File: config.mk
export PLATFORM = sky130hd
export DESIGN_NAME = fetch_stage
export DESIGN_NICKNAME = d
export VERILOG_FILES = /design/src/isa_pkg.sv /design/src/fetch_stage.sv
export VERILOG_INCLUDE_DIRS = /design/src /design/src/src
export SDC_FILE = /design/constraint.sdc
export NUM_CORES = 2
export LEC_CHECK = 0
export BUFFER_PORTS_ARGS = -buffer_cell sky130_fd_sc_hd__buf_2
export CAP_MARGIN = 0
export CORE_ASPECT_RATIO = 0.9
export CORE_MARGIN = 5
export CORE_UTILIZATION = 60
export CTS_BUF_LIST = sky130_fd_sc_hd__clkbuf_2 sky130_fd_sc_hd__clkbuf_4 sky130_fd_sc_hd__clkbuf_8
export CTS_CLUSTER_DIAMETER = 200
export DETAILED_ROUTE_END_ITERATION = 7
export MAX_ROUTING_LAYER = met4
export PLACE_DENSITY = 0.77
export SYNTH_ARGS = -nofsm -noshare
export SYNTH_HDL_FRONTEND = slang
export SYNTH_SLANG_ARGS = --single-unit
File: constraint.sdc
create_clock -name clk -period 8.7 [get_ports clk]
set_input_delay 1.74 -clock clk [delete_from_list [all_inputs] [get_ports clk]]
set_output_delay 1.74 -clock clk [all_outputs]
set_load 0.01 [all_outputs]
File: src/core_cfg.svh
`ifndef CORE_CFG_SVH
`define CORE_CFG_SVH

// Datapath width
`define XLEN 32

// 32 architectural registers
`define REG_ADDR_W 5

// Memory depths in words
`define IMEM_WORDS 64
`define DMEM_WORDS 64

`endif

File: src/isa_pkg.sv
package isa_pkg;

    // Major opcodes handled by this core
    localparam logic [6:0] OPCODE_LOAD   = 7'b0000011; // LW
    localparam logic [6:0] OPCODE_STORE  = 7'b0100011; // SW
    localparam logic [6:0] OPCODE_ARITH  = 7'b0010011; // Register-immediate ops
    localparam logic [6:0] OPCODE_R_TYPE = 7'b0110011; // Register-register ops
    localparam logic [6:0] OPCODE_BRANCH = 7'b1100011; // Only BEQ acted on

    // funct3 codes
    localparam logic [2:0] F3_ADD = 3'b000; // ADD, SUB, ADDI
    localparam logic [2:0] F3_SLT = 3'b010;
    localparam logic [2:0] F3_NOR = 3'b100; // NOR lives in the XOR slot
    localparam logic [2:0] F3_OR  = 3'b110;
    localparam logic [2:0] F3_AND = 3'b111;
    localparam logic [2:0] F3_BEQ = 3'b000;

    // One instruction word, four ways to slice it
    typedef union packed {
        struct packed {
            logic [6:0] funct7;
            logic [4:0] rs2;
            logic [4:0] rs1;
            logic [2:0] funct3;
            logic [4:0] rd;
            logic [6:0] opcode;
        } r;
        struct packed {
            logic [11:0] imm;      // imm[11:0]
            logic [19:0] rest;     // rs1, funct3, rd, opcode
        } i;
        struct packed {
            logic [6:0]  imm_hi;   // imm[11:5]
            logic [12:0] regs;     // rs2, rs1, funct3
            logic [4:0]  imm_lo;   // imm[4:0]
            logic [6:0]  opcode;
        } s;
        struct packed {
            logic        imm_12;
            logic [5:0]  imm_10_5;
            logic [12:0] regs;     // rs2, rs1, funct3
            logic [3:0]  imm_4_1;
            logic        imm_11;
            logic [6:0]  opcode;
        } b;
    } instr_t;

endpackage

File: src/fetch_stage.sv
`timescale 1ns/10ps
`include "core_cfg.svh"

module fetch_stage #(
    parameter int IMEM_WORDS = `IMEM_WORDS  // Any power of two
) (
    input  logic                          clk,
    input  logic                          reset,
    input  logic                          imem_we,     // Program load, during reset
    input  logic [$clog2(IMEM_WORDS)-1:0] imem_addr,   // Word index
    input  logic [`XLEN-1:0]              imem_wdata,
    input  logic                          stall,
    input  logic                          redirect,
    input  logic [`XLEN-1:0]              redirect_pc,
    output logic [`XLEN-1:0]              if_pc,
    output isa_pkg::instr_t               if_instr
);
    localparam int AW = $clog2(IMEM_WORDS);

    logic [`XLEN-1:0] imem [IMEM_WORDS];
    logic [`XLEN-1:0] pc;
    logic [`XLEN-1:0] pc_next;
    logic [`XLEN-1:0] fetch_word;

    // Load port
    always_ff @(posedge clk) begin
        if (imem_we)
            imem[imem_addr] <= imem_wdata;
    end

    assign fetch_word = imem[pc[AW+1:2]]; // Combinational read, word aligned

    // Redirect beats stall beats sequential
    always_comb begin
        if (redirect)
            pc_next = redirect_pc;
        else if (stall)
            pc_next = pc;
        else
            pc_next = pc + `XLEN'd4;
    end

    always_ff @(posedge clk) begin
        if (reset)
            pc <= '0;
        else
            pc <= pc_next;
    end

    // IF/ID, zero word is a no-op
    always_ff @(posedge clk) begin
        if (reset || redirect) begin
            if_instr <= '0;
        end else if (!stall) begin
            if_instr <= fetch_word;
            if_pc    <= pc;
        end
    end

endmodule

* Yosys cells after proc, flatten, opt, wreduce, memory -nomap -nowiden *
Memory sizes are Yosys's and may differ from the RTL's. A register that Yosys moved wholly into a read port is not among the register bits.
Cells that the tools add are included.
Widths: inputs -> output; s select.

word-level totals
  bits in writable memories = 2048
  memories kept = 1
  output and inout bits = 64
  flip-flop bits (word level) = 64
  logic and storage cells = 14
  bits of input ports = 75

memories
  memory  depth  bits a word  read ports  clocked after memory_dff  write ports  line               text
  imem    64     32           1           1                         1            fetch_stage.sv:20  logic [`XLEN-1:0] imem [IMEM_WORDS];

cells by class
  $add $sub $neg = 1
  bitwise gates (word level) = 2
  muxes and demuxes = 4
  equal/unequal tests = 1
  reduce and logical (&&, ||, !) cells = 3

operators with widths
  kind                   count
  $mux 32                2
  $add 32x3->32 const B  1
  $mux 1                 2
  $ne 2x1->1 const B     1
  $not 1->1              2
  $reduce_and 2->1       1
  $logic_not 1->1        1
  $logic_or 1x1->1       1

* Logic depth before layout (Yosys ltp) *
  depth after elaboration = 3
  depth in mapped cells = 10
  depth with buffers taken out = 6

* Worst setup path before layout *
No wires, ideal clock.

  path kind = input port to flip-flop
  from = in imem_addr[5]
  to = mem imem[48][0] in the netlist's numbering, enable pin
  cell stages on the path = 4
  path buffers = 1
  slack = 3.622 ns
  arrival time = 4.617 ns
  path through = clkbuf_1 > nand3_1 > or3_1 > nor3_1

RTL lines
  what         line               text
  from (decl)  fetch_stage.sv:10  input logic [$clog2(IMEM_WORDS)-1:0] imem_addr,
  to (decl)    fetch_stage.sv:20

No word-level cell before the write port.

==> impl_metrics.toml <==
[status]
status = "complete, no violations"

[routing]
antenna_left = 0
avgRoutedWirePerCell_um = 31.9
avgViaCountPerCell = 6.62
dr.pass1.iters = 6
drcViolationCount = 0
drtIter0Drc = 7115
vias = 43700
drt_wl_total_mm = 210

[critical_path]
cp.arrival_ns = 5.37
crit_path_start_kind = "flip-flop"
path_delay_family = "buffers and inverters"
end_kind = "flip-flop"
cp_slowest_cell = "buf_4"
r2r_slack_ns = 4.20
cp_common_cell = "buf_4"
critPathKind = "flip-flop to flip-flop"
rr_startpoint = "pc[4]$_SDFFE_PP0N_"
crit_path_max_fanout = 53
worstSetupStartpoint = "pc[4]$_SDFFE_PP0N_"
critPathBufInv = 2
cp-endpoint = "if_instr[21]$_SDFFE_PP0N_"
r2r_end = "if_instr[21]$_SDFFE_PP0N_"
crit_chain = "buf_4 > buf_4 > mux4_2 > o21ai_0 > a221oi_1 > o311a_1"
cp_data_required_time_ns = 9.57
reg2regPathDepth = 6
max_stage_delay_ns = 0.81
cp_num_cells = 6

[global_route]
antenna_found_initial = 15
grt_max_degree = 123
overflow = 0
grt_pass1_wl_mm = 299
grt_pass1_vias = 42000
grtUsageTotal_pct = 29.4

[cts]
ctsLongestPathBuffers = 4
clock_sinks = 2144
clock_latency_ns = 1.01
cts_tree = "built"
cts_root_buf = "clkbuf_8"
post-cts-setup-buffers = 0
post_cts_resized = 0
clk_pin_slew_ns = 0.06
ctsHoldBuffers = 0
cts-htree-levels = 5
cts_buffers = 332

[final_layout]
final_core_util_pct = 66.8
mostFrequentLayoutCell = "edfxtp_1"
drive_gt1_share_pct = 23.0
area_delta_synth_final_pct = 10.4
nNetsFinal = 4603
final_cell_mix = "edfxtp_1, mux2i_1, clkbuf_8"

[sta]
finalHoldViolations = 0
maxClockFrequency_mhz = 222
period_share_pct = 51.8
tns_ns = 0
tightest_slew_ns = 1.27
drv_slew = 0
rsz0062_at_grt = "false"
min_period_ns = 4.50
relSlewSlack_pct = 15.3
setup_violations = 0
fin_skew_ns = 0.0795

[floorplan]
rows = 129
die_area_um2 = 146000
core_area_um2 = 138000
num_io_pins = 139
initial_utilization_pct = 60.5
die_h_um = 364
die_w_um = 403

[place]
gp_congestion = 0.981
hpwl_mm = 119
port-buffer-count = 138

[synthesis]
synth_top_family_by_area = "multiplexers"
syn_inst = 4223
synth-edff-count = 2080
synth_area_leaders = "edfxtp_1, mux2i_1, mux4_2"
yosys_register_bits = 2144
avgSynthCellArea_um2 = 19.7
ys_types = 71
synth_fa_ha_area_share_pct = 0.0150
synth_fp_nets = 4299
synth_warnings = 0
yosysSeqAreaShare_pct = 76.5
synth_ff_type = "edfxtp_1"
syn_area_um2 = 83400
synth_top_area_share_pct = 74.9
yosysTopAreaCell = "edfxtp_1"
synth_mux_area_share_pct = 14.3
yosys.area_share.simple_pct = 2.53
async_reset_ff_share_pct = 0
synth-xor-area-share_pct = 0.242
synth-compound-area-share_pct = 4.32

[pwr]
leakage_nw = 28.7
peakVddDrop_mv = 0.155
cellPowerDensity_nw_per_um2 = 226

[hold_path]
hp-class = "flip-flop to flip-flop"

[job]
maxCapViolCount = 0
how the worst min path moves through the flow:
stage | start | end | slack [ns] | cells past startpoint
floorplan | pc[0]$_SDFFE_PP0P_ | if_pc[0]$_DFFE_PP_ | 0.41 | 0
global placement | pc[1]$_SDFFE_PP0P_ | if_pc[1]$_DFFE_PP_ | 0.41 | 0
detailed placement | pc[1]$_SDFFE_PP0P_ | if_pc[1]$_DFFE_PP_ | 0.43 | 0
CTS | pc[1]$_SDFFE_PP0P_ | if_pc[1]$_DFFE_PP_ | 0.44 | 0
global route | pc[1]$_SDFFE_PP0P_ | if_pc[1]$_DFFE_PP_ | 0.45 | 0
finish | pc[1]$_SDFFE_PP0P_ | if_pc[1]$_DFFE_PP_ | 0.43 | 0
final cells by class:
| type | instances | area (um^2) |
|---|---|---|
| antenna | 14 | 35.0 |
| clock buffer | 454 | 5550 |
| clock inverter | 106 | 634 |
| fill | 8594 | 45800 |
| inverter | 9 | 33.8 |
| multi-input combinational | 1821 | 18400 |
| sequential | 2144 | 63800 |
| tap | 1834 | 2290 |
| timing repair buffer | 219 | 1370 |
through the flow:
| stage | hold WS, ns | std cells | power (mW) | worst slack [ns] | area, um^2 |
|---|---|---|---|---|---|
| after floorplan | 0.408 | 4223 | 12.4 | 3.62 | 83400 |
| after global placement | 0.413 | 6027 | 12.9 | 4.07 | 85800 |
| after detailed placement | 0.425 | 6027 | 13.0 | 4.06 | 85800 |
| after CTS | 0.435 | 6587 | 20.9 | 4.34 | 92000 |
| after global routing | 0.452 | 6599 | 21.4 | 4.10 | 92100 |
| final | 0.433 | 6601 | 20.8 | 4.20 | 92100 |
state kept, by name, summed over array words and instances, names as in the netlist:
signal	cells
if_pc	32
imem	2048
if_instr	32
pc	32
report_power, final:
part	internal, mW	switching [mW]	leakage [nW]
clock	4.33	3.71	3.27
combinational	0.426	0.878	6.21
sequential	11.4	0.0521	19.3
total	16.2	4.64	28.7
synthesized netlist by cell type, types with 33 or more instances:
library cell / instances
dfxtp_1: 64
a22o_1: 33
mux4_2: 245
mux2i_1: 600
a31oi_1: 61
mux2_2: 36
clkbuf_1: 69
buf_4: 50
a22oi_1: 180
nand3_1: 78
nand2_1: 101
a21oi_1: 52
edfxtp_1: 2080
nor2_1: 125
buf_6: 49
buf_2: 57
layer usage:
layer	vias to the layer above	global-route usage, %	share of wire, %
met4	0	10.4	3.6
met1	22100	42.3	38
met2	3192	40.1	44
met3	403	9.23	15
li1	18000	-	-
met5	-	-	0
logic make-up after synthesis:
logic type                 after synthesis
adders and majority gates                1
and+or+nand+nor                        429
muxes                                  881
AOI/OAI and AO/OA                      487
buffers and inverters                  258
xor gates and xnor gates                23
DFF                                   2144
Note: power is estimated with default switching activity, not from simulation.
