### config.mk
export PLATFORM = sky130hd
export DESIGN_NAME = decode_stage
export DESIGN_NICKNAME = d
export VERILOG_FILES = /design/src/isa_pkg.sv /design/src/core_pkg.sv /design/src/decode_stage.sv
export VERILOG_INCLUDE_DIRS = /design/src /design/src/src
export SDC_FILE = /design/constraint.sdc
export NUM_CORES = 1
export LEC_CHECK = 0
export BUFFER_PORTS_ARGS = -buffer_cell sky130_fd_sc_hd__buf_4
export CORE_AREA = 2 2 134 136
export CTS_CLUSTER_SIZE = 12
export DETAILED_ROUTE_END_ITERATION = 10
export DIE_AREA = 0 0 136 138
export GPL_TIMING_DRIVEN = 0
export PLACE_DENSITY_LB_ADDON = 0.05
export SLEW_MARGIN = 10
export SYNTH_ARGS = -nofsm -noshare
export SYNTH_HDL_FRONTEND = slang
export SYNTH_SLANG_ARGS = --single-unit
export TNS_END_PERCENT = 10
### constraint.sdc
create_clock -name clk -period 2 [get_ports clk]
set_input_delay 0.4 -clock clk [delete_from_list [all_inputs] [get_ports clk]]
set_output_delay 0.4 -clock clk [all_outputs]
set_load 0.02 [all_outputs]
### src/core_cfg.svh
`ifndef CORE_CFG_SVH
`define CORE_CFG_SVH

// Datapath width
`define XLEN 32

// 32 architectural registers
`define REG_ADDR_W 5

// Memory depths in words
`define IMEM_WORDS 64
`define DMEM_WORDS 64

`endif

### src/isa_pkg.sv
package isa_pkg;

    // Major opcodes handled by this core
    localparam logic [6:0] OPCODE_LOAD   = 7'b0000011; // LW
    localparam logic [6:0] OPCODE_STORE  = 7'b0100011; // SW
    localparam logic [6:0] OPCODE_ARITH  = 7'b0010011; // Register-immediate ops
    localparam logic [6:0] OPCODE_R_TYPE = 7'b0110011; // Register-register ops
    localparam logic [6:0] OPCODE_BRANCH = 7'b1100011; // Only BEQ acted on

    // funct3 codes
    localparam logic [2:0] F3_ADD = 3'b000; // ADD, SUB, ADDI
    localparam logic [2:0] F3_SLT = 3'b010;
    localparam logic [2:0] F3_NOR = 3'b100; // NOR lives in the XOR slot
    localparam logic [2:0] F3_OR  = 3'b110;
    localparam logic [2:0] F3_AND = 3'b111;
    localparam logic [2:0] F3_BEQ = 3'b000;

    // One instruction word, four ways to slice it
    typedef union packed {
        struct packed {
            logic [6:0] funct7;
            logic [4:0] rs2;
            logic [4:0] rs1;
            logic [2:0] funct3;
            logic [4:0] rd;
            logic [6:0] opcode;
        } r;
        struct packed {
            logic [11:0] imm;      // imm[11:0]
            logic [19:0] rest;     // rs1, funct3, rd, opcode
        } i;
        struct packed {
            logic [6:0]  imm_hi;   // imm[11:5]
            logic [12:0] regs;     // rs2, rs1, funct3
            logic [4:0]  imm_lo;   // imm[4:0]
            logic [6:0]  opcode;
        } s;
        struct packed {
            logic        imm_12;
            logic [5:0]  imm_10_5;
            logic [12:0] regs;     // rs2, rs1, funct3
            logic [3:0]  imm_4_1;
            logic        imm_11;
            logic [6:0]  opcode;
        } b;
    } instr_t;

endpackage

### src/core_pkg.sv
package core_pkg;

    // Operation class from decode
    localparam logic [1:0] ALU_OP_ADD   = 2'b00; // Address calc for LW/SW
    localparam logic [1:0] ALU_OP_SUB   = 2'b01; // Compare for BEQ
    localparam logic [1:0] ALU_OP_FUNCT = 2'b10; // Look at funct3/funct7

    // ALU function codes
    localparam logic [3:0] ALU_AND = 4'b0000;
    localparam logic [3:0] ALU_OR  = 4'b0001;
    localparam logic [3:0] ALU_ADD = 4'b0010;
    localparam logic [3:0] ALU_SUB = 4'b0110;
    localparam logic [3:0] ALU_SLT = 4'b0111; // Signed compare
    localparam logic [3:0] ALU_NOR = 4'b1100;

    // Operand source in execute
    localparam logic [1:0] FWD_REG = 2'b00; // Value carried in ID/EX
    localparam logic [1:0] FWD_WB  = 2'b01; // From MEM/WB
    localparam logic [1:0] FWD_MEM = 2'b10; // From EX/MEM

endpackage

### src/decode_stage.sv
`timescale 1ns/10ps
`include "core_cfg.svh"

module decode_stage (
    input  logic                   clk,
    input  logic                   reset,
    input  logic [`XLEN-1:0]       if_pc,
    input  isa_pkg::instr_t        if_instr,
    input  logic [`XLEN-1:0]       rs1_data,      // Register file reads
    input  logic [`XLEN-1:0]       rs2_data,
    input  logic                   ex_mem_read,   // Load sitting in execute
    input  logic [`REG_ADDR_W-1:0] ex_rd,
    input  logic                   flush,
    input  logic                   wb_valid,
    input  logic [`REG_ADDR_W-1:0] wb_rd,
    input  logic [`XLEN-1:0]       wb_data,
    output logic [`REG_ADDR_W-1:0] rs1_addr,
    output logic [`REG_ADDR_W-1:0] rs2_addr,
    output logic                   stall,
    output logic [`XLEN-1:0]       id_ex_pc,
    output logic [`XLEN-1:0]       id_ex_rs1_data,
    output logic [`XLEN-1:0]       id_ex_rs2_data,
    output logic [`XLEN-1:0]       id_ex_imm,
    output logic [`REG_ADDR_W-1:0] id_ex_rs1,
    output logic [`REG_ADDR_W-1:0] id_ex_rs2,
    output logic [`REG_ADDR_W-1:0] id_ex_rd,
    output logic                   id_ex_alu_src,
    output logic [1:0]             id_ex_alu_op,
    output logic [2:0]             id_ex_funct3,
    output logic                   id_ex_funct7_bit5,
    output logic                   id_ex_mem_read,
    output logic                   id_ex_mem_write,
    output logic                   id_ex_branch,
    output logic                   id_ex_reg_write,
    output logic                   id_ex_mem_to_reg
);
    import isa_pkg::*;
    import core_pkg::*;

    logic [6:0]       opcode;
    logic [`XLEN-1:0] imm;
    logic [`XLEN-1:0] rs1_val;
    logic [`XLEN-1:0] rs2_val;
    logic             alu_src;
    logic [1:0]       alu_op;
    logic             mem_read;
    logic             mem_write;
    logic             branch;
    logic             reg_write;
    logic             mem_to_reg;

    assign opcode   = if_instr.r.opcode;
    assign rs1_addr = if_instr.r.rs1;
    assign rs2_addr = if_instr.r.rs2;

    // Immediate, format picked by opcode
    always_comb begin
        case (opcode)
            OPCODE_LOAD, OPCODE_ARITH:
                imm = {{(`XLEN-12){if_instr.i.imm[11]}}, if_instr.i.imm};
            OPCODE_STORE:
                imm = {{(`XLEN-12){if_instr.s.imm_hi[6]}}, if_instr.s.imm_hi,
                       if_instr.s.imm_lo};
            OPCODE_BRANCH:
                imm = {{(`XLEN-12){if_instr.b.imm_12}}, if_instr.b.imm_11,
                       if_instr.b.imm_10_5, if_instr.b.imm_4_1, 1'b0};
            default:
                imm = '0;
        endcase
    end

    // Main control, unknown opcodes fall through as no-ops
    always_comb begin
        alu_src    = 1'b0;
        alu_op     = ALU_OP_ADD;
        mem_read   = 1'b0;
        mem_write  = 1'b0;
        branch     = 1'b0;
        reg_write  = 1'b0;
        mem_to_reg = 1'b0;
        case (opcode)
            OPCODE_LOAD: begin
                alu_src    = 1'b1;
                mem_read   = 1'b1;
                reg_write  = 1'b1;
                mem_to_reg = 1'b1;
            end
            OPCODE_STORE: begin
                alu_src   = 1'b1;
                mem_write = 1'b1;
            end
            OPCODE_ARITH: begin
                alu_src   = 1'b1;
                alu_op    = ALU_OP_FUNCT;
                reg_write = 1'b1;
            end
            OPCODE_R_TYPE: begin
                alu_op    = ALU_OP_FUNCT;
                reg_write = 1'b1;
            end
            OPCODE_BRANCH: begin
                alu_op = ALU_OP_SUB;                        // Zero flag means equal
                branch = (if_instr.r.funct3 == F3_BEQ);     // Other conditions ignored
            end
            default: ;
        endcase
    end

    // Load-use hazard
    assign stall = ex_mem_read && (ex_rd != '0) &&
                   ((ex_rd == rs1_addr) || (ex_rd == rs2_addr));

    // Write-through from writeback, wb_valid already excludes x0
    assign rs1_val = (wb_valid && wb_rd == rs1_addr) ? wb_data : rs1_data;
    assign rs2_val = (wb_valid && wb_rd == rs2_addr) ? wb_data : rs2_data;

    always_ff @(posedge clk) begin
        if (reset || stall || flush) begin
            id_ex_mem_read   <= 1'b0;   // Bubble
            id_ex_mem_write  <= 1'b0;
            id_ex_branch     <= 1'b0;
            id_ex_reg_write  <= 1'b0;
            id_ex_mem_to_reg <= 1'b0;
        end else begin
            id_ex_mem_read   <= mem_read;
            id_ex_mem_write  <= mem_write;
            id_ex_branch     <= branch;
            id_ex_reg_write  <= reg_write;
            id_ex_mem_to_reg <= mem_to_reg;
        end
        id_ex_pc          <= if_pc;
        id_ex_rs1_data    <= rs1_val;
        id_ex_rs2_data    <= rs2_val;
        id_ex_imm         <= imm;
        id_ex_rs1         <= rs1_addr;
        id_ex_rs2         <= rs2_addr;
        id_ex_rd          <= if_instr.r.rd;
        id_ex_alu_src     <= alu_src;
        id_ex_alu_op      <= alu_op;
        id_ex_funct3      <= if_instr.r.funct3;
        id_ex_funct7_bit5 <= if_instr.r.funct7[5];  // SUB select
    end

endmodule

# --- Word level (Yosys, flattened, before mapping) ---
# Index checks and enable logic that the tools add are counted.
# W data, S select, Z words.
totals:
  in_bits: 175
  out_inout_bits: 166
  ram_bits: 0
  register_bits: 154
  memories: 0
  elab_cells: 47
  mem_bits_ro: 0
  latchBits: 0
classes:
  div_mod_pow: 0
  add_sub_neg: 0
  multipliers: 0
  mux: 8
  eq_ne: 9
  n_shift: 0
  bitwise: 1
  reduce_logical: 14
  magnitude_cmp: 0
op_table:
  columns: ["operator", "n"]
  rows:
  - ["$pmux W32 S3", 1]
  - ["$mux W32", 2]
  - ["$eq A5 B5 Y1", 4]
  - ["$eq A7 B6 Y1 const B", 2]
  - ["$eq A7 B2 Y1 const B", 1]
  - ["$eq A7 B5 Y1 const B", 1]
  - ["$eq A7 B7 Y1 const B", 1]
  - ["$reduce_or A2 Y1", 3]
  - ["$reduce_or A3 Y1", 2]
  - ["$reduce_bool A5 Y1", 1]
  - ["$logic_and A1 B1 Y1", 4]
  - ["$mux W1", 4]
  - ["$pmux W2 S2", 1]
  - ["$logic_not A3 Y1", 1]
  - ["$logic_or A1 B1 Y1", 3]
  - ["$not A1 Y1", 1]

# --- Logic depth before layout (Yosys ltp) ---
# Gate-level depths: netlist (run 1).
logic_depth:
  depth_word: 6
  mapped_depth: 6
  mapped_depth_nobuf: 4

# --- Least setup slack after synthesis (run 1) ---
# OpenSTA, ideal clock, no wires.
synth_path:
  kind: "input -> output"
  from: "input port ex_rd[1]"
  to: "output port stall"
  path_stages: 3
  t_required_ps: 1600
  slack_ps: 257
  n_path_buf: 0
  arrival_time_ps: 1343
  cell_sequence: "or4_1 o21a_1 and2_1"
synth_between:
  elab_chain_len: 3
  elab_cells_between_ends: 6
synth_rtl:
  columns: ["item", "line", "text"]
  rows:
  - ["start: declaration", "decode_stage.sv:12", "input logic [`REG_ADDR_W-1:0] ex_rd,"]
  - ["$eq A5 B5 Y1 or $reduce_bool A5 Y1 (tied branches)", "decode_stage.sv:111, decode_stage.sv:110", null]
  - ["$logic_or A1 B1 Y1 or $logic_and A1 B1 Y1 (tied branches)", "decode_stage.sv:111, decode_stage.sv:110", null]
  - ["$logic_and A1 B1 Y1 (*)", "decode_stage.sv:110", "assign stall = ex_mem_read && (ex_rd != '0) &&"]
  - ["end: declaration", "decode_stage.sv:19", "output logic stall,"]
# Every way passes the cells marked *; elsewhere a longest branch is shown, timed or not.

# --- Final worst setup path (run 1) ---
# Ends and elaborated chain as after synthesis.

==> metrics.cfg, run 1 <==
[clock_tree]
cts.htree.levels=4
cts_tree=built
clk_pin_slew_ns=0.06
cts_sinks=135
hold_buffers=0
cts_root_buffer=clkbuf_16
clockBufferDepth=2
cts-buffers-inserted=17

[route]
drt_first_pass_iters=4
drc=0
wire_per_inst_um=14.9
vias=3495
drt-initial-drc-count=67
antenna_left=0
wl_um=13500
vias_per_cell=3.87

[placed_design]
dp_slack_ns=0.00675
placed_cell_area_um2=7310
io_buffer_count=340
place_congestion=0.728
dp_hpwl_um=10800
place_inst=871

[global_route]
grt_max_degree=21
grt_overflow=0
grt_pass1_wl_um=19900
grt_pass1_vias=3602
grt_usage_pct=14.2
antenna_found_initial=0

[worst_setup_path]
crit_family=simple AND/OR/NAND/NOR gates
end_kind=output pin
required_ns=1.60
worst-path-buf-inv=2
crit_slowest_cell=or4_1
critPathMaxStageDelay_ns=0.51
crit_path_frequent_cell=buf_4
cp_max_fo=3
cp-start-kind=input port
path_class=in -> out
path_cells=buf_4 > or4_1 > o21a_1 > and2_1 > buf_4
cp.arrival_ns=1.54

[timing]
slew-limit-headroom_pct=60.3
fin_crit_sh_pct=97.2
slew_violations=0
worst_pin_slew_ns=0.592
fin_ws_ns=0.0559
rsz0062_at_grt=false
clock.fmax_mhz=514
min_period_ns=1.94
hold_viol=0
hold_ws_ns=0.0879
tns_ns=0
setup_viol=0

[layout]
drive_gt1_share_pct=70.8
antenna_cells=0
top_regs=id_ex_pc x32, id_ex_rs1_data x32, id_ex_rs2_data x32
final_cells=903
final_net_count=837
stdcell_area_um2=7950
utilization_pct=45.3
synthToLayoutAreaGrowth_pct=77.7

[synthesis]
netlist_instances=302
avgSynthCellArea_um2=14.8
synthArstFlopShare_pct=0
synth_most_common_cell=dfxtp_1
synth_seq_cells=135
ys_warn_count=0
synthesis.area_um2=4470
yosysTopAreaCell=dfxtp_1
ys_top_cells_by_area=dfxtp_1, mux2_4, buf_4
yosysUniqueCellTypes=28
yosysTopAreaCellShare_pct=60.4
synth_common_cells=dfxtp_1, mux2_4, buf_4, xnor2_1, xor2_1
yosysSeqAreaShare_pct=60.4
synth_edf_count=0
syn-num-nets=477
synth-main-ff-cell=dfxtp_1

[floorplanning]
fp.dieH_um=138
io_pins=341
start_util_pct=25.5
core-area_um2=17500
dieArea_um2=18800
die_x_um=136
rows=49

[job]
cap_violations=0

[power]
powerDensity_nw_per_um2=898
p_leak_nw=3.89
p_total_mw=7.13
ir_drop_uv=528

[worst_hold_path]
holdCritPathClass=in -> reg

[outcome]
status=finished clean

layout by cell type (no fill, tap or decap), types with 4 or more instances in the layout:
cell type / n
buf_4: 371
dfxtp_1: 135
mux2_4: 60
clkbuf_16: 17
xnor2_1: 12
xor2_1: 8
nor2b_1: 7
buf_12: 6
a22o_1: 5
inv_6: 5
nor2_1: 4
mux2_2: 4
a21oi_1: 4
bufinv_16: 4
logic make-up (layout without fill, tap and decap cells):
kind of cell	after synthesis	after routing	share of synthesized area [%]
xor+xnor	20	20	3.92
compound gates	12	12	1.96
flops	135	135	60.4
buf+inv	38	410	8.22
simple gates	33	33	4.34
mux	64	64	21.1
power breakdown:
part	internal, mW	leakage [nW]	total, mW	switching (mW)
clock network	2.10	0.298	3.30	1.20
logic	0.563	2.46	0.971	0.407
registers	2.83	1.13	2.87	0.0369
cell type report:
type,count,area [um^2]
tap,229,287
clock inverter,13,193
timing repair buffer,341,2560
multi-input combinational,129,1410
buffer,38,368
clock buffer,18,429
fill,1676,9590
sequential,135,2700
layer usage:
metal | share of wire (%) | vias to the layer above | track usage (%) | routed length, um
met3 | 11 | 15 | 6.60 | 1440
met5 | 0 | - | 0 | 0
met1 | 34 | 1589 | 14.1 | 4580
met2 | 53 | 182 | 25.6 | 7200
met4 | 1.8 | 0 | 5.21 | 243
li1 | - | 1709 | - | -
timing repair:
item | in CTS | in global routing
resized for setup | 0 | 1
endpoints found under the hold margin | 0 | 0
endpoints found under the setup margin | 0 | 1
setup buffers | 0 | 1
final timing paths:
check / cells past startpoint / end / startpoint / slack (ns)
setup / recovery: 5 / stall / ex_rd[1] / 0.06
hold / removal: 1 / id_ex_pc[0]$_DFF_P_ / if_pc[0] / 0.09
(Power assumes the default switching activity.)
==> inputs of run 2 (changes only) <==
--- a/config.mk
+++ b/config.mk
@@ -7,10 +7,11 @@
 export NUM_CORES = 1
 export LEC_CHECK = 0
 export BUFFER_PORTS_ARGS = -buffer_cell sky130_fd_sc_hd__buf_4
-export CORE_AREA = 2 2 134 136
+export CORE_AREA = 2 2 132 134
+export CTS_BUF_LIST = sky130_fd_sc_hd__clkbuf_4
 export CTS_CLUSTER_SIZE = 12
 export DETAILED_ROUTE_END_ITERATION = 10
-export DIE_AREA = 0 0 136 138
+export DIE_AREA = 0 0 134 136
 export GPL_TIMING_DRIVEN = 0
 export PLACE_DENSITY_LB_ADDON = 0.05
 export SLEW_MARGIN = 10
==> constraint.sdc (replaced) <==
create_clock -name clk -period 2 [get_ports clk]
set_input_delay 0.4 -clock clk [delete_from_list [all_inputs] [get_ports clk]]
set_output_delay 0.4 -clock clk [all_outputs]
set_load 0.01 [all_outputs]
==> run 2 against run 1 <==
Against the previous run: combinational power down 4.4%; first-iteration DRC count shrank 4.5%; worst setup slack worse by 0.037 ns; final area increased by 1.9%; total power shrank 23%; utilization up 2.6 points; flip-flop and latch count unchanged; global-route usage rose by 0.68 points; critical path depth stayed put; clock power down 48%; non-clock buffer count increased by 50; critical path type unchanged; critical endpoint unchanged; largest power group is now sequential cells.
==> metrics.cfg, run 2 (synthesis gave the netlist of run 1 again) <==
[outcome]
status=finished clean

[power]
ir_drop_uv=357  ; -32%
p_total_mw=5.52  ; -23%
p_leak_nw=3.94  ; +1.3%
powerDensity_nw_per_um2=682  ; -24%

[worst_setup_path]
crit_slowest_cell=or4_1
crit_path_frequent_cell=buf_4
path_class=in -> out
crit_family=simple AND/OR/NAND/NOR gates
required_ns=1.60  ; about the same
cp.arrival_ns=1.58  ; +0.04 ns
cp-start-kind=input port
path_cells=buf_4 > or4_1 > o21a_2 > and2_1 > buf_4
worst-path-buf-inv=2  ; unchanged
cp_max_fo=5  ; +2
critPathMaxStageDelay_ns=0.51  ; about the same
end_kind=output pin

[job]
cap_violations=0  ; unchanged

[layout]
drive_gt1_share_pct=65.7  ; -5.1 points
final_cell_mix=buf_4, dfxtp_1, mux2_4
final_common_cell=buf_4
nFillCells=1602  ; -4.4%
utilization_pct=48.0  ; +2.6 points
synthToLayoutAreaGrowth_pct=81.0
top_regs=id_ex_pc x32, id_ex_rs1_data x32, id_ex_rs2_data x32
final_net_count=887  ; +6.0%
antenna_cells=0  ; unchanged

[timing]
min_period_ns=1.98  ; +0.0368 ns
fin_crit_sh_pct=99.0  ; +1.8 points
clock.fmax_mhz=505  ; -1.9%
hold_viol=0  ; unchanged
slew-limit-headroom_pct=61.0  ; +0.73 points
setup_viol=0  ; unchanged
slew_violations=0  ; unchanged
worst_pin_slew_ns=0.581  ; -0.0110 ns
hold_ws_ns=0.0945  ; +0.00656 ns

[floorplanning]
die_x_um=134  ; -1.5%
rows=48  ; -2.0%
core-area_um2=16900  ; -3.8%
fp.dieH_um=136  ; -1.4%
start_util_pct=26.5  ; +0.99 points
dieArea_um2=18200  ; -2.9%
io_pins=341  ; unchanged

[route]
drt-initial-drc-count=64  ; -4.5%
wl_um=14000  ; +4.0%
wire_per_inst_um=14.7  ; -1.2%
drc=0  ; unchanged
vias=3705  ; +6.0%
antenna_left=0  ; unchanged
vias_per_cell=3.90  ; +0.76%
drt_first_pass_iters=5  ; +1

[global_route]
grt_pass1_wl_um=20300  ; +2.0%
grt_usage_pct=14.9  ; +0.68 points
grt_pass1_vias=3842  ; +6.7%
antenna_found_initial=0  ; unchanged
grt_overflow=0  ; unchanged
grt_max_degree=21  ; unchanged

[clock_tree]
cts-buffers-inserted=17  ; unchanged
postCtsSetupRepairBufs=0  ; unchanged
clk_pin_slew_ns=0.11  ; +0.05 ns
cts.htree.levels=4  ; unchanged
cts_tree=built
cts_root_buffer=clkbuf_4
cts_sinks=135  ; unchanged
clockBufferDepth=2  ; unchanged

[placed_design]
dp_hpwl_um=10900  ; +1.2%
io_buffer_count=340  ; unchanged
place_congestion=0.761  ; +4.6%

[worst_hold_path]
holdCritPathClass=in -> reg

[run 2: cell count changes in the layout (fill, tap and decap cells not counted), sizes merged]
cell,delta
dlygate4sd3,+51
bufinv,-2
clkinv,+6
buf,-1
clkinvlp,+1
inv,-4
[run 2: path summary, 6_finish.rpt]
kind,start,endpoint,cells after the start
hold / removal,if_instr[28],id_ex_imm[8]$_DFF_P_,2
setup / recovery,ex_rd[1],stall,5
[run 2: report_power, final]
group	leakage (nW)	switching [mW]	internal, mW
clock network	0.138	0.984	0.740
registers	1.13	0.0379	2.83
logic	2.67	0.307	0.622
total	3.94	1.33	4.19
[run 2: what timing repair did]
item                       CTS  global route
setup endpoints to repair   19             1
resized for setup            1             2
hold endpoints to repair    51             0
hold buffers                51             0
[run 2: metal layers]
| layer | GRT usage [%] | part of all wire (%) | wire length, um | vias up |
|---|---|---|---|---|
| met2 | 26.6 | 53 | 7380 | 190 |
| met5 | 0 | 0 | 0 | - |
| met1 | 15.1 | 36 | 5000 | 1682 |
| met3 | 6.11 | 9.0 | 1260 | 22 |
| li1 | - | - | - | 1811 |
| met4 | 7.33 | 2.6 | 357 | 0 |
[run 2: area by class of cell]
type / instances / area, um^2 / area share, %
multi-input combinational: 129 / 1410 / 17.4
timing repair buffer: 391 / 3060 / 37.8
buffer: 38 / 368 / 4.54
tap: 225 / 282 / 3.48
clock buffer: 18 / 135 / 1.67
clock inverter: 14 / 134 / 1.65
sequential: 135 / 2700 / 33.4
[run 2: stage by stage]
| stage | cell area (um^2) | TNS (ns) | std cells | worst slack [ns] |
|---|---|---|---|---|
| after floorplan | 4470 | 0 | 302 | 0.294 |
| after global placement | 7310 | 0 | 867 | 0.00358 |
| after detailed placement | 7310 | 0 | 867 | 0.0205 |
| after CTS | 8090 | 0 | 950 | 0.00756 |
| after global routing | 8100 | -0.000959 | 950 | -0.000959 |
| final | 8100 | 0 | 950 | 0.0190 |
==> inputs of run 3 (changes only) <==
--- a/config.mk
+++ b/config.mk
@@ -14,6 +14,7 @@
 export DIE_AREA = 0 0 134 136
 export GPL_TIMING_DRIVEN = 0
 export PLACE_DENSITY_LB_ADDON = 0.05
+export SETUP_SLACK_MARGIN = 0.3
 export SLEW_MARGIN = 10
 export SYNTH_ARGS = -nofsm -noshare
 export SYNTH_HDL_FRONTEND = slang
==> run 3 against run 2 <==
Against the previous run: critical path depth did not move; final area rose by 0.54%; utilization rose by 0.26 points; flip-flop and latch count did not move; worst setup slack improved by 0.11 ns; first-iteration DRC count fell by 4.7%; worst hold slack got worse by 0.012 ns; routed wire length rose by 2.9%; non-clock buffer count rose by 2; fmax rose by 5.8%.
==> metrics.cfg, run 3 (synthesis gave the netlist of run 1 again) <==
[layout]
synthToLayoutAreaGrowth_pct=82.0
nFillCells=1589  ; -0.81%
final_cells=952  ; +0.21%
utilization_pct=48.2  ; +0.26 points
multiInputGateArea_um2=1420  ; +0.36%
seq_area_um2=2710  ; about the same
stdcell_area_um2=8140  ; +0.54%
drive_gt1_share_pct=66.4  ; +0.74 points
final_common_cell=buf_4
final_cell_mix=buf_4, dfxtp_1, mux2_4
final_net_count=889  ; +0.23%
top_regs=id_ex_pc x32, id_ex_rs1_data x32, id_ex_rs2_data x32

[worst_hold_path]
holdCritPathClass=in -> reg

[global_route]
grt.busiest_layer=met2
met2_usage_pct=29.3  ; +2.7 points
grt_pass1_wl_um=21000  ; +3.6%
use_met3_pct=6.19  ; +0.075 points
grt_pass1_vias=3942  ; +2.6%
grt_overflow=0  ; unchanged
met1_usage_pct=14.9  ; -0.20 points
antenna_found_initial=1  ; +1
grt_max_degree=21  ; unchanged
grt_usage_pct=15.4  ; +0.53 points

[timing]
slew_violations=0  ; unchanged
slew-limit-headroom_pct=62.2  ; +1.2 points
fin_crit_sh_pct=93.6  ; -5.4 points
min_period_ns=1.87  ; -0.109 ns
hold_ws_ns=0.0829  ; -0.0116 ns
rsz0062_at_grt=true
worst_pin_slew_ns=0.564  ; -0.0174 ns
setup_viol=0  ; unchanged
clock.fmax_mhz=534  ; +5.8%
hold_viol=0  ; unchanged

[power]
p_leak_nw=3.97  ; +0.69%
p_total_mw=5.54  ; +0.43%
ir_drop_uv=363  ; +1.6%
powerDensity_nw_per_um2=681  ; -0.11%

[floorplanning]
io_pins=341  ; unchanged
start_util_pct=26.5  ; unchanged
fp.dieH_um=136  ; unchanged
rows=48  ; unchanged
core-area_um2=16900  ; unchanged
die_x_um=134  ; unchanged
dieArea_um2=18200  ; unchanged

[worst_setup_path]
cp.arrival_ns=1.47  ; -0.11 ns
end_kind=output pin
critPathLaunch=ex_rd[4]
cp-start-kind=input port
endpoint=stall
path_class=in -> out
required_ns=1.60  ; about the same
cp_max_fo=2  ; -3

[outcome]
status=finished clean

[clock_tree]
cts-buffers-inserted=17  ; unchanged
cts.htree.levels=4  ; unchanged
cts_tree=built
clockBufferDepth=2  ; unchanged
cts_sinks=135  ; unchanged
clk_pin_slew_ns=0.12  ; about the same
cts_root_buffer=clkbuf_4

[route]
drt-initial-drc-count=61  ; -4.7%
antenna_left=0  ; unchanged
vias=3705  ; unchanged
drc=0  ; unchanged
wl_um=14400  ; +2.9%
vias_per_cell=3.89  ; -0.21%
drt_first_pass_iters=4  ; -1
wire_per_inst_um=15.1  ; +2.7%

[placed_design]
place_congestion=0.724  ; -4.9%
io_buffer_count=340  ; unchanged
place_inst=867  ; unchanged
placed_cell_area_um2=7310  ; about the same
dp_hpwl_um=11200  ; +2.7%

[job]
cap_violations=0  ; unchanged

-- run 3: report_power, final --
part	internal [mW]	total, mW	switching (mW)
clock	0.762	1.74	0.975
combinational	0.628	0.941	0.313
sequential	2.83	2.86	0.0369
total	4.22	5.54	1.33
-- run 3: what timing repair did --
action	CTS	global route
setup endpoints to repair	21	20
setup buffers	2	0
gates cloned	0	0
hold buffers	51	0
endpoints found under the hold margin	51	0
resized for setup	8	0
pin swaps	2	0
-- run 3: critical path, stage by stage --
cell    delay [ns]
buf_8         0.09
or4_4         0.52
o21a_1        0.19
and2_4        0.15
buf_6         0.11
-- run 3: through the flow --
stage | setup TNS, ns | setup slack (ns)
floorplan | 0 | 0.294
global placement | -0.00351 | -0.00351
detailed placement | -0.0111 | -0.0111
CTS | 0 | 0.130
global route | 0 | 0.104
finish | 0 | 0.128
-- run 3: routing by layer --
layer	routed length, um	part of all wire [%]	up-vias
met5	0	0	-
met4	232	1.6	0
met3	1330	9.2	15
met2	7930	55	189
li1	-	-	1812
met1	4910	34	1689
-- run 3: worst min path at each step --
| stage | startpoint | slack (ns) | depth (start not counted) | to |
|---|---|---|---|---|
| 5_1_grt | if_instr[27] | 0.001 | 2 | id_ex_imm[7]$_DFF_P_ |
| 3_3_place_gp | if_pc[22] | 0.50 | 1 | id_ex_pc[22]$_DFF_P_ |
| 2_1_floorplan | if_instr[12] | 0.43 | 0 | id_ex_funct3[0]$_DFF_P_ |
| 6_report | if_instr[27] | 0.08 | 2 | id_ex_imm[7]$_DFF_P_ |
| 3_5_place_dp | if_pc[23] | 0.51 | 1 | id_ex_pc[23]$_DFF_P_ |
| 4_1_cts | if_instr[27] | 0.01 | 2 | id_ex_imm[7]$_DFF_P_ |
-- run 3: cell type report --
cell class	count	area share (%)
diodes	1	0.0307
plain buffers	38	4.52
clock buffers	19	1.75
clock inverters	12	1.60
multi-input cells	129	17.4
flip-flops and latches	135	33.3
well taps	225	3.46
repair buffers	393	38.0
